$ cat src/hw/flow_control_pkg.sv
// Shared sizes and encodings; config_addr_bound assumes config_entries = 2 and branch_count >= 2
`default_nettype none

package flow_control_pkg;

    // ------------------------------------------------------------
    // Sizes
    // ------------------------------------------------------------

    localparam int branch_count       = 4;
    localparam int branch_index_width = $clog2(branch_count);
    localparam int thread_count       = 4;
    localparam int thread_width       = 2;
    // Must stay below thread_count so a thread sees its own update
    localparam int fetch_depth        = 2;
    localparam int pc_width           = 10;
    localparam int word_width         = 32;
    localparam int addr_width         = 10;

    // Offset 0 holds the target word, offset 1 the condition word
    localparam int config_entries     = 2;

    localparam logic [addr_width-1:0] config_addr_base  = 10'h200;
    localparam logic [addr_width-1:0] config_addr_bound =
        config_addr_base + addr_width'(branch_count * config_entries - 1);

    typedef logic [pc_width-1:0]     pc_t;
    typedef logic [thread_width-1:0] thread_t;

    // ------------------------------------------------------------
    // Branch condition select
    // ------------------------------------------------------------

    typedef enum logic [2:0] {
        cond_never      = 3'd0,
        cond_always     = 3'd1,
        cond_a_negative = 3'd2,
        cond_a_carryout = 3'd3,
        cond_a_external = 3'd4,
        cond_b_lessthan = 3'd5,
        cond_b_external = 3'd6,
        cond_r_zero     = 3'd7
    } cond_sel_e;

    // ------------------------------------------------------------
    // Configuration word, decoded by address offset
    // ------------------------------------------------------------

    typedef struct packed {
        logic [word_width-2*pc_width-1:0] unused;
        pc_t                              origin;
        pc_t                              destination;
    } config_target_t;

    typedef struct packed {
        logic [word_width-6:0] unused;
        logic                  cancel_en;
        logic                  invert;
        cond_sel_e             cond_sel;
    } config_cond_t;

    typedef union packed {
        config_target_t target;
        config_cond_t   cond;
    } config_word_u;

endpackage

`default_nettype wire

$ cat src/hw/branch_unit.sv
// One shared configuration for all threads; origin and destination are undefined until written
`timescale 1ns/1ps
`default_nettype none

module branch_unit (
    input  wire logic                                    clock,
    input  wire logic                                    reset,
    input  wire logic                                    config_wren,
    input  wire logic                                    select,
    input  wire logic                                    offset,
    input  wire flow_control_pkg::config_word_u          config_data,
    input  wire flow_control_pkg::pc_t                   pc_current,
    input  wire logic                                    a_negative,
    input  wire logic                                    a_carryout,
    input  wire logic                                    a_external,
    input  wire logic                                    b_lessthan,
    input  wire logic                                    b_external,
    input  wire logic [flow_control_pkg::word_width-1:0] r_previous,
    output logic                                         jump,
    output logic                                         cancel_req,
    output flow_control_pkg::pc_t                        destination
);

    import flow_control_pkg::*;

    pc_t       origin;
    cond_sel_e cond_sel;
    logic      invert;
    logic      cancel_en;
    logic      cond_raw;
    logic      origin_hit;
    logic      target_wren;
    logic      cond_wren;

    // ------------------------------------------------------------
    // Configuration registers
    // ------------------------------------------------------------

    assign target_wren = config_wren && select && !offset;
    assign cond_wren   = config_wren && select && offset;

    // Target word: where the branch sits and where it goes
    always_ff @(posedge clock) begin
        if (target_wren) begin
            origin      <= config_data.target.origin;
            destination <= config_data.target.destination;
        end
    end

    // Condition word
    always_ff @(posedge clock) begin
        if (reset) begin
            cond_sel  <= cond_never;
            invert    <= 1'b0;
            cancel_en <= 1'b0;
        end else if (cond_wren) begin
            cond_sel  <= config_data.cond.cond_sel;
            invert    <= config_data.cond.invert;
            cancel_en <= config_data.cond.cancel_en;
        end
    end

    // ------------------------------------------------------------
    // Branch evaluation against the returning pc
    // ------------------------------------------------------------

    always_comb begin
        case (cond_sel)
            cond_never: begin
                cond_raw = 1'b0;
            end
            cond_always: begin
                cond_raw = 1'b1;
            end
            cond_a_negative: begin
                cond_raw = a_negative;
            end
            cond_a_carryout: begin
                cond_raw = a_carryout;
            end
            cond_a_external: begin
                cond_raw = a_external;
            end
            cond_b_lessthan: begin
                cond_raw = b_lessthan;
            end
            cond_b_external: begin
                cond_raw = b_external;
            end
            cond_r_zero: begin
                cond_raw = (r_previous == '0);
            end
            default: begin
                cond_raw = 1'b0;
            end
        endcase
    end

    assign origin_hit = (origin == pc_current);

    // Inverting cond_never gives an unconditional branch as well
    assign jump       = origin_hit && (cond_raw ^ invert);
    assign cancel_req = jump && cancel_en;

endmodule

`default_nettype wire

$ cat src/hw/branch_arbiter.sv
// Purely combinational; destination reads as zero when no branch fires
`timescale 1ns/1ps
`default_nettype none

module branch_arbiter (
    input  wire logic [flow_control_pkg::branch_count-1:0] jumps,
    input  wire logic [flow_control_pkg::branch_count-1:0] cancel_reqs,
    input  wire flow_control_pkg::pc_t                     destinations
                                                           [flow_control_pkg::branch_count],
    output logic                                           jump,
    output logic                                           cancel,
    output flow_control_pkg::pc_t                          jump_destination
);

    import flow_control_pkg::*;

    // ------------------------------------------------------------
    // Fixed priority, lowest index wins
    // ------------------------------------------------------------

    // Scan from the top so the lowest firing index is the last to land
    always_comb begin
        jump             = 1'b0;
        cancel           = 1'b0;
        jump_destination = '0;
        for (int i = branch_count - 1; i >= 0; i--) begin
            if (jumps[i]) begin
                jump             = 1'b1;
                cancel           = cancel_reqs[i];
                jump_destination = destinations[i];
            end
        end
    end

endmodule

`default_nettype wire

$ cat src/hw/pc_controller.sv
// No stall input; a thread's update lands before its reissue only while thread_count > fetch_depth
`timescale 1ns/1ps
`default_nettype none

module pc_controller (
    input  wire logic                      clock,
    input  wire logic                      reset,
    input  wire logic                      jump,
    input  wire flow_control_pkg::pc_t     jump_destination,
    input  wire flow_control_pkg::pc_t     pc_current,
    input  wire flow_control_pkg::thread_t thread_current,
    output flow_control_pkg::pc_t          pc,
    output flow_control_pkg::thread_t      thread
);

    import flow_control_pkg::*;

    pc_t     pc_regs [thread_count];
    thread_t thread_ptr;
    thread_t thread_ptr_next;
    pc_t     pc_next;

    // ------------------------------------------------------------
    // Round-robin thread pointer
    // ------------------------------------------------------------

    assign thread_ptr_next = (thread_ptr == thread_t'(thread_count - 1)) ?
                             '0 : thread_ptr + 1'b1;

    always_ff @(posedge clock) begin
        if (reset) begin
            thread_ptr <= '0;
        end else begin
            thread_ptr <= thread_ptr_next;
        end
    end

    // ------------------------------------------------------------
    // Per-thread pc update on return
    // ------------------------------------------------------------

    // Sequential pc wraps at the top of the pc space
    assign pc_next = jump ? jump_destination : pc_current + 1'b1;

    always_ff @(posedge clock) begin
        if (reset) begin
            for (int i = 0; i < thread_count; i++) begin
                pc_regs[i] <= '0;
            end
        end else begin
            pc_regs[thread_current] <= pc_next;
        end
    end

    // Issue side reads the register of the thread being fetched
    assign pc     = pc_regs[thread_ptr];
    assign thread = thread_ptr;

endmodule

`default_nettype wire

$ cat src/hw/fetch_delay_line.sv
// depth must be at least 1; every stage clears to zero on reset
`timescale 1ns/1ps
`default_nettype none

module fetch_delay_line #(
    parameter int depth = flow_control_pkg::fetch_depth,
    parameter int width = flow_control_pkg::pc_width + flow_control_pkg::thread_width
) (
    input  wire logic             clock,
    input  wire logic             reset,
    input  wire logic [width-1:0] in,
    output logic      [width-1:0] out
);

    logic [width-1:0] stages [depth];

    always_ff @(posedge clock) begin
        if (reset) begin
            for (int i = 0; i < depth; i++) begin
                stages[i] <= '0;
            end
        end else begin
            stages[0] <= in;
            for (int i = 1; i < depth; i++) begin
                stages[i] <= stages[i-1];
            end
        end
    end

    assign out = stages[depth-1];

endmodule

`default_nettype wire

$ cat src/hw/flow_control.sv
// Writes qualify on the previous instruction only; never stalls, pc advances one thread per cycle
`timescale 1ns/1ps
`default_nettype none

module flow_control (
    input  wire logic                                    clock,
    input  wire logic                                    reset,
    input  wire logic                                    ior_previous,
    input  wire logic                                    cancel_previous,
    input  wire logic                                    a_negative,
    input  wire logic                                    a_carryout,
    input  wire logic                                    a_external,
    input  wire logic                                    b_lessthan,
    input  wire logic                                    b_external,
    input  wire logic [flow_control_pkg::word_width-1:0] r_previous,
    input  wire logic [flow_control_pkg::addr_width-1:0] config_addr,
    input  wire flow_control_pkg::config_word_u          config_data,
    output flow_control_pkg::pc_t                        pc,
    output logic                                         cancel
);

    import flow_control_pkg::*;

    logic                          config_hit;
    logic                          config_wren;
    logic [addr_width-1:0]         config_addr_translated;
    logic [branch_index_width-1:0] config_branch;
    logic                          config_offset;

    logic [branch_count-1:0]       jumps;
    logic [branch_count-1:0]       cancel_reqs;
    pc_t                           destinations [branch_count];
    logic                          jump;
    pc_t                           jump_destination;

    thread_t                       thread;
    pc_t                           pc_current;
    thread_t                       thread_current;

    // ------------------------------------------------------------
    // Configuration address decode
    // ------------------------------------------------------------

    assign config_hit  = (config_addr >= config_addr_base) && (config_addr <= config_addr_bound);

    // An annulled I/O instruction must not reconfigure anything
    assign config_wren = ior_previous && !cancel_previous && config_hit;

    assign config_addr_translated = config_addr - config_addr_base;
    assign config_branch = branch_index_width'(config_addr_translated / config_entries);
    assign config_offset = config_addr_translated[0];

    // ------------------------------------------------------------
    // Parallel branch units, mapped consecutively
    // ------------------------------------------------------------

    for (genvar i = 0; i < branch_count; i++) begin : gen_branch
        branch_unit branch_unit_i (
            .clock       (clock),
            .reset       (reset),
            .config_wren (config_wren),
            .select      (config_branch == branch_index_width'(i)),
            .offset      (config_offset),
            .config_data (config_data),
            .pc_current  (pc_current),
            .a_negative  (a_negative),
            .a_carryout  (a_carryout),
            .a_external  (a_external),
            .b_lessthan  (b_lessthan),
            .b_external  (b_external),
            .r_previous  (r_previous),
            .jump        (jumps[i]),
            .cancel_req  (cancel_reqs[i]),
            .destination (destinations[i])
        );
    end

    branch_arbiter branch_arbiter_i (
        .jumps            (jumps),
        .cancel_reqs      (cancel_reqs),
        .destinations     (destinations),
        .jump             (jump),
        .cancel           (cancel),
        .jump_destination (jump_destination)
    );

    // ------------------------------------------------------------
    // Pc issue and its return after the fetch latency
    // ------------------------------------------------------------

    pc_controller pc_controller_i (
        .clock            (clock),
        .reset            (reset),
        .jump             (jump),
        .jump_destination (jump_destination),
        .pc_current       (pc_current),
        .thread_current   (thread_current),
        .pc               (pc),
        .thread           (thread)
    );

    // Pc and thread number travel side by side
    fetch_delay_line #(
        .depth (fetch_depth),
        .width (pc_width + thread_width)
    ) fetch_delay_line_i (
        .clock (clock),
        .reset (reset),
        .in    ({pc, thread}),
        .out   ({pc_current, thread_current})
    );

endmodule

`default_nettype wire

$ cat config.mk
export PLATFORM = sky130hd
export DESIGN_NAME = flow_control
export DESIGN_NICKNAME = d
export VERILOG_FILES = /design/src/hw/flow_control_pkg.sv /design/src/hw/branch_unit.sv /design/src/hw/branch_arbiter.sv /design/src/hw/pc_controller.sv /design/src/hw/fetch_delay_line.sv /design/src/hw/flow_control.sv
export SDC_FILE = /design/constraint.sdc
export NUM_CORES = 1
export LEC_CHECK = 0
export BUFFER_PORTS_ARGS = -buffer_cell sky130_fd_sc_hd__buf_4
export CORE_MARGIN = 2
export CORE_UTILIZATION = 55
export DETAILED_ROUTE_END_ITERATION = 10
export PLACE_DENSITY = 0.76
export SYNTH_ARGS = -nofsm -noshare
export SYNTH_HDL_FRONTEND = slang
export SYNTH_SLANG_ARGS = --single-unit
$ cat constraint.sdc
create_clock -name clock -period 9.5 [get_ports clock]
set_clock_uncertainty 0.2 [all_clocks]
set_input_delay 1.9 -clock clock [delete_from_list [all_inputs] [get_ports clock]]
set_output_delay 1.9 -clock clock [all_outputs]
set_load 0.005 [all_outputs]
==> results of run 1 <==
-- state kept, by name, summed over array words and instances (netlist names) --
name                                  cells
gen_branch.branch_unit_i.destination     40
gen_branch.branch_unit_i.invert           4
gen_branch.branch_unit_i.cancel_en        4
pc_controller_i.pc_regs                  40
gen_branch.branch_unit_i.cond_sel        12
pc_controller_i.thread                    2
fetch_delay_line_i.stages                24
gen_branch.branch_unit_i.origin          40
-- worst paths after layout --
path                                                  startpoint                                to  slack (ns)  cells past startpoint
worst max-delay path                               r_previous[1]                            cancel        2.85                     10
worst min-delay path             fetch_delay_line_i.stages[0][3]  fetch_delay_line_i.stages[0][15]        0.24                      1
worst max register to register  fetch_delay_line_i.stages[0][19]     pc_controller_i.pc_regs[0][6]        5.57                      8
worst min register to register   fetch_delay_line_i.stages[0][3]  fetch_delay_line_i.stages[0][15]        0.24                      1
-- per-stage QoR --
| step | std cells | cell area (sq um) | util, % | setup WS (ns) |
|---|---|---|---|---|
| CTS | 807 | 8690 | 65.6 | 2.87 |
| global placement | 775 | 8100 | 61.2 | 2.90 |
| finish | 807 | 8690 | 65.6 | 2.85 |
| global route | 807 | 8690 | 65.6 | 2.66 |
| detailed placement | 775 | 8100 | 61.2 | 2.88 |
| floorplan | 549 | 7450 | - | 3.63 |
-- where the power goes --
part | total, W | internal [W] | switching, W | leakage (nW)
Sequential | 0.000812 | 0.000794 | 0.0000179 | 1.51
Combinational | 0.0000943 | 0.0000536 | 0.0000407 | 1.25
Clock | 0.000670 | 0.000397 | 0.000273 | 0.295
-- kinds of logic after synthesis --
logic type | Yosys count | synth area share [%]
flip-flops | 166 | 60.8
XOR/XNOR | 48 | 5.65
AND/OR/NAND/NOR | 153 | 11.7
adder cells (fa/ha/maj) | 2 | 0.336
buffers and inverters | 40 | 3.07
AO/OA/AOI/OAI | 85 | 9.14
multiplexers | 55 | 9.39
-- critical path, cell delays in order --
cell and delay (ns):
buf_4 0.11, nor4_1 0.34, nand4_1 0.29, nor3_1 0.28, or3_1 0.13, nand3_1 0.57
mux2i_1 0.39, o21ai_0 0.11, mux2_2 0.28, buf_4 0.14
-- Yosys cell counts, drive strengths merged, types with 2 or more instances --
| master | instances |
|---|---|
| xor2 | 21 |
| a31oi | 2 |
| mux2i | 26 |
| a211o | 3 |
| o21ai | 7 |
| o21bai | 7 |
| nor4 | 14 |
| mux2 | 19 |
| a21o | 3 |
| xnor2 | 27 |
| mux4 | 10 |
| and2 | 3 |
| nor3 | 6 |
| a21boi | 8 |
| nand2b | 8 |
| and3 | 4 |
| nor4b | 2 |
| nand4 | 11 |
| inv | 5 |
| nor2 | 31 |
| a311oi | 2 |
| edfxtp | 120 |
| o211ai | 9 |
| nand3b | 3 |
| a21oi | 36 |
| or3b | 2 |
| dfxtp | 46 |
| or3 | 12 |
| ha | 2 |
| o311ai | 3 |
| nand3 | 10 |
| buf | 21 |
| clkbuf | 14 |
| nand2 | 18 |
| nor2b | 24 |
-- per-layer routing --
layer	up-vias	track usage, %	routed length, um
li1	2186	-	-
met1	2238	28.1	6510
met2	109	40.6	8110
met3	24	5.33	748
met4	0	8.65	313
met5	-	0	0
-- layout make-up --
class	count	area share (%)
flip-flops and latches	166	52.1
multi-input cells	343	31.1
repair buffers	85	7.34
clock buffers	23	6.13
well taps	176	2.53
clock inverters	9	0.662
inverters	5	0.216
==> results.toml, run 1 <==
[floorplan]
core_sq_um = 13200
die_w_um = 120
initial_core_util_pct = 56.2
die_h_um = 120
row_count = 42
dieArea_sq_um = 14500
ioPinCount = 94

[drt]
drt_first_pass_iters = 6
viasPerCell = 5.65
wl_per_cell_um = 19.4
drc = 0
wl_um = 15700
drtIter0Drc = 290
vias = 4557
ant_nets = 0

[timing]
setup_tns_ns = 0
slew_viol_final = 0
tightestPinTransition_ns = 1.16
holdWs_ns = 0.236
hold_viol = 0
fmax_mhz = 150
rsz0062_at_grt = "no"
finalCritPeriodShare_pct = 70.0
period_minus_slack_ns = 6.65
slew-limit-headroom_pct = 22.2
setup_viol = 0

[synth]
synth-main-ff-cell = "edfxtp_1"
synth_seq_cells = 166
syn_area_sq_um = 7450
yosysTopAreaCellShare_pct = 48.4
yosysTopAreaCell = "edfxtp_1"
synth_edf_count = 120
synthTopCellsByArea = "edfxtp_1 (48%), dfxtp_1 (12%), mux2i_1 (3.5%)"
ys_types = 58
synthArstFlopShare_pct = 0
avgSynthCellArea_sq_um = 13.6
syn_inst = 549
synth_seq_area_share_pct = 60.8
syn_nets = 634
yosys_warnings = 0

[clock_network]
worstSkewPairLatency_ns = 0.42
cts_setup_buffers = 0
cts_sinks = 166
ctsResizeCount = 0
path_clk_slew_ns = 0.06
cts_tree = "yes"
cts_max_level = 4
holdBufCountCts = 0
clockRootBuffer = "clkbuf_16"
clockBufferDepth = 2
cts_buffers = 17

[power]
leakage_nw = 3.06
power_density_nw_per_um2 = 181
peakVddDrop_uv = 165
p_total_w = 0.00158

[job]
maxCapViolations = 0

[final_layout]
antenna_cells = 0
area_delta_synth_final_pct = 16.7
n_fill_cell = 1004
register_area_sq_um = 4520
final_cell_mix = "edfxtp_1 (120), buf_4 (85), dfxtp_1 (46)"
mostFrequentLayoutCell = "edfxtp_1"
multi_input_comb_area_sq_um = 2700
layout.nets = 703
drive_gt1_share_pct = 26.6

[setup_path]
worstPathRequired_ns = 7.40
crit_type = "input pin to primary output"
start_kind = "input pin"
crit_fanout = 16
crit_path_end_kind = "primary output"
cp_data_arrival_time_ns = 4.55

[grt]
grt_max_degree = 65
grtUsageTotal_pct = 23.3
overflow = 0
grt_pass1_wl_um = 25000
antenna_found_initial = 0
grt_pass1_vias = 4753

[placed_design]
numPortBuffers = 81
hpwl_um = 10600
routabilityCongestion = 0.834

[status]
outcome = "complete, no violations"

[min_path]
min_path_type = "flip-flop to flip-flop"
(Power assumes the default switching activity.)
==> run 2: changes to the inputs <==
==> constraint.sdc (replaced) <==
create_clock -name clock -period 6.4 [get_ports clock]
set_clock_uncertainty 0.2 [all_clocks]
set_input_delay 1.28 -clock clock [delete_from_list [all_inputs] [get_ports clock]]
set_output_delay 1.28 -clock clock [all_outputs]
set_load 0.005 [all_outputs]
==> run 2 against run 1 <==
Net effect:
- first-iteration DRC count rose by 37%
- routed wire length fell by 0.91%
- die area did not move
- critical endpoint unchanged
- setup slack got worse by 1.6 ns
- register-to-register slack got worse by 3.1 ns
- cell count rose by 0.12%
- sequential power rose by 49%
- largest power group unchanged
- critical path type unchanged
- via count rose by 1.3%
- non-clock buffer count rose by 1
- flip-flop and latch count did not move
==> results.toml, run 2 (same netlist as run 1, synthesis figures left out) <==
[setup_path]
cpMaxStageDelayCell = "o21ai_0"
worstPathRequired_ns = 4.92
critPathTopFamily = "compound AO/OA/AOI/OAI gates"
cp_slowest_stage_delay_ns = 0.57
r2r-start = "fetch_delay_line_i.stages[0][19]"
crit_path_end_kind = "primary output"
cp_data_arrival_time_ns = 3.69
crit_top_cell = "buf_4"
worst-path-buf-inv = 2
crit_fanout = 4
crit_type = "input pin to primary output"
cp_cell_sequence = "buf_4, nor4_1, nand4_1, o2111a_1, o21a_1, o21ai_0, mux2_2, buf_4"
startpoint = "r_previous[1]"
start_kind = "input pin"

[drt]
drc = 0
drt_first_pass_iters = 6
wl_per_cell_um = 19.2
viasPerCell = 5.71
vias = 4615
ant_nets = 0
drtIter0Drc = 397
wl_um = 15500

[clock_network]
cts_max_level = 4
worstSkewPairLatency_ns = 0.42
cts_tree = "yes"
ctsResizeCount = 0
clockRootBuffer = "clkbuf_16"
clockBufferDepth = 2
cts_sinks = 166
cts_buffers = 17
path_clk_slew_ns = 0.06
holdBufCountCts = 0
cts_setup_buffers = 0

[power]
leakage_nw = 3.04
power_density_nw_per_um2 = 265
peakVddDrop_uv = 210

[placed_design]
numPortBuffers = 81
hpwl_um = 10600
routabilityCongestion = 0.835
dp.cells = 776

[min_path]
hp-start = "fetch_delay_line_i.stages[0][1]"
min_path_type = "flip-flop to flip-flop"

[timing]
finalCritPeriodShare_pct = 80.8
slew-limit-headroom_pct = 21.8
hold_viol = 0
setup_tns_ns = 0
setup_viol = 0
fmax_mhz = 193
tightestPinTransition_ns = 1.16
slew_viol_final = 0
period_minus_slack_ns = 5.17
rsz0062_at_grt = "no"

[floorplan]
ioPinCount = 94
row_count = 42
die_w_um = 120
core_sq_um = 13200
initial_core_util_pct = 56.2
dieArea_sq_um = 14500
die_h_um = 120

[final_layout]
layout.nets = 704
multi_input_comb_area_sq_um = 2700
mostFrequentLayoutCell = "edfxtp_1"
register_area_sq_um = 4520
area_delta_synth_final_pct = 16.4
n_fill_cell = 1011
drive_gt1_share_pct = 26.1
final_cell_mix = "edfxtp_1 (120), buf_4 (86), dfxtp_1 (46)"
antenna_cells = 0
final_cells = 808
reg_top3 = "gen_branch.branch_unit_i.destination: 40 flops, gen_branch.branch_unit_i.origin: 40 flops, pc_controller_i.pc_regs: 40 flops"

[status]
outcome = "complete, no violations"

[grt]
overflow = 0
grt_max_degree = 65
grt_pass1_wl_um = 24500
antenna_found_initial = 0
grtUsageTotal_pct = 22.8
grt_pass1_vias = 4763

[job]
maxCapViolations = 0
## run 2: cell count changes in the layout (fill, tap and decap cells not counted), sizes merged
cell and change:
clkbuf +6, clkinv -3, inv -3, buf +1
## run 2: per-layer routing
| layer | GRT usage [%] | wire length [um] | vias to the layer above |
|---|---|---|---|
| met3 | 5.71 | 905 | 26 |
| met5 | 0 | 0 | - |
| met2 | 39.4 | 8190 | 140 |
| met4 | 8.21 | 247 | 0 |
| met1 | 27.8 | 6190 | 2260 |
| li1 | - | - | 2189 |
## run 2: final cells by class
type                    instances  area share [%]
flip-flops and latches        166            52.2
multi-input cells             343            31.1
repair buffers                 86            7.45
clock buffers                  29            6.25
well taps                     176            2.54
inverters                       5           0.217
clock inverters                 3           0.202
## run 2: power by group
group	switching [W]	internal, W	total, W
registers	0.0000264	0.00118	0.00121
logic	0.0000602	0.0000796	0.000140
clock network	0.000378	0.000570	0.000948
## run 2: worst paths after layout
kind	endpoint	slack, ns	cells past startpoint
max	cancel	1.23	8
min	fetch_delay_line_i.stages[0][13]	0.23	1
max reg2reg	pc_controller_i.pc_regs[0][4]	2.49	8
min reg2reg	fetch_delay_line_i.stages[0][13]	0.23	1
## run 2: worst reg2reg max path: stages (launching register included)
cell and delay, ns:
dfxtp_1 0.61, xor2_1 0.14, nor4_1 0.40, nand4_1 0.46, and4b_1 0.74, a2111oi_4 0.10
a31oi_4 0.56, o211ai_2 0.30, a21oi_1 0.24
## run 2: stage by stage
step	hold WS (ns)	cell area, sq um	power (W)	worst slack [ns]	utilization (%)
global placement	0.217	8110	0.00136	1.30	61.2
CTS	0.238	8670	0.00231	1.25	65.4
detailed placement	0.225	8110	0.00137	1.27	61.2
global route	0.256	8670	0.00237	1.08	65.4
floorplan	0.214	7450	0.00130	1.77	-
finish	0.234	8670	0.00229	1.23	65.4
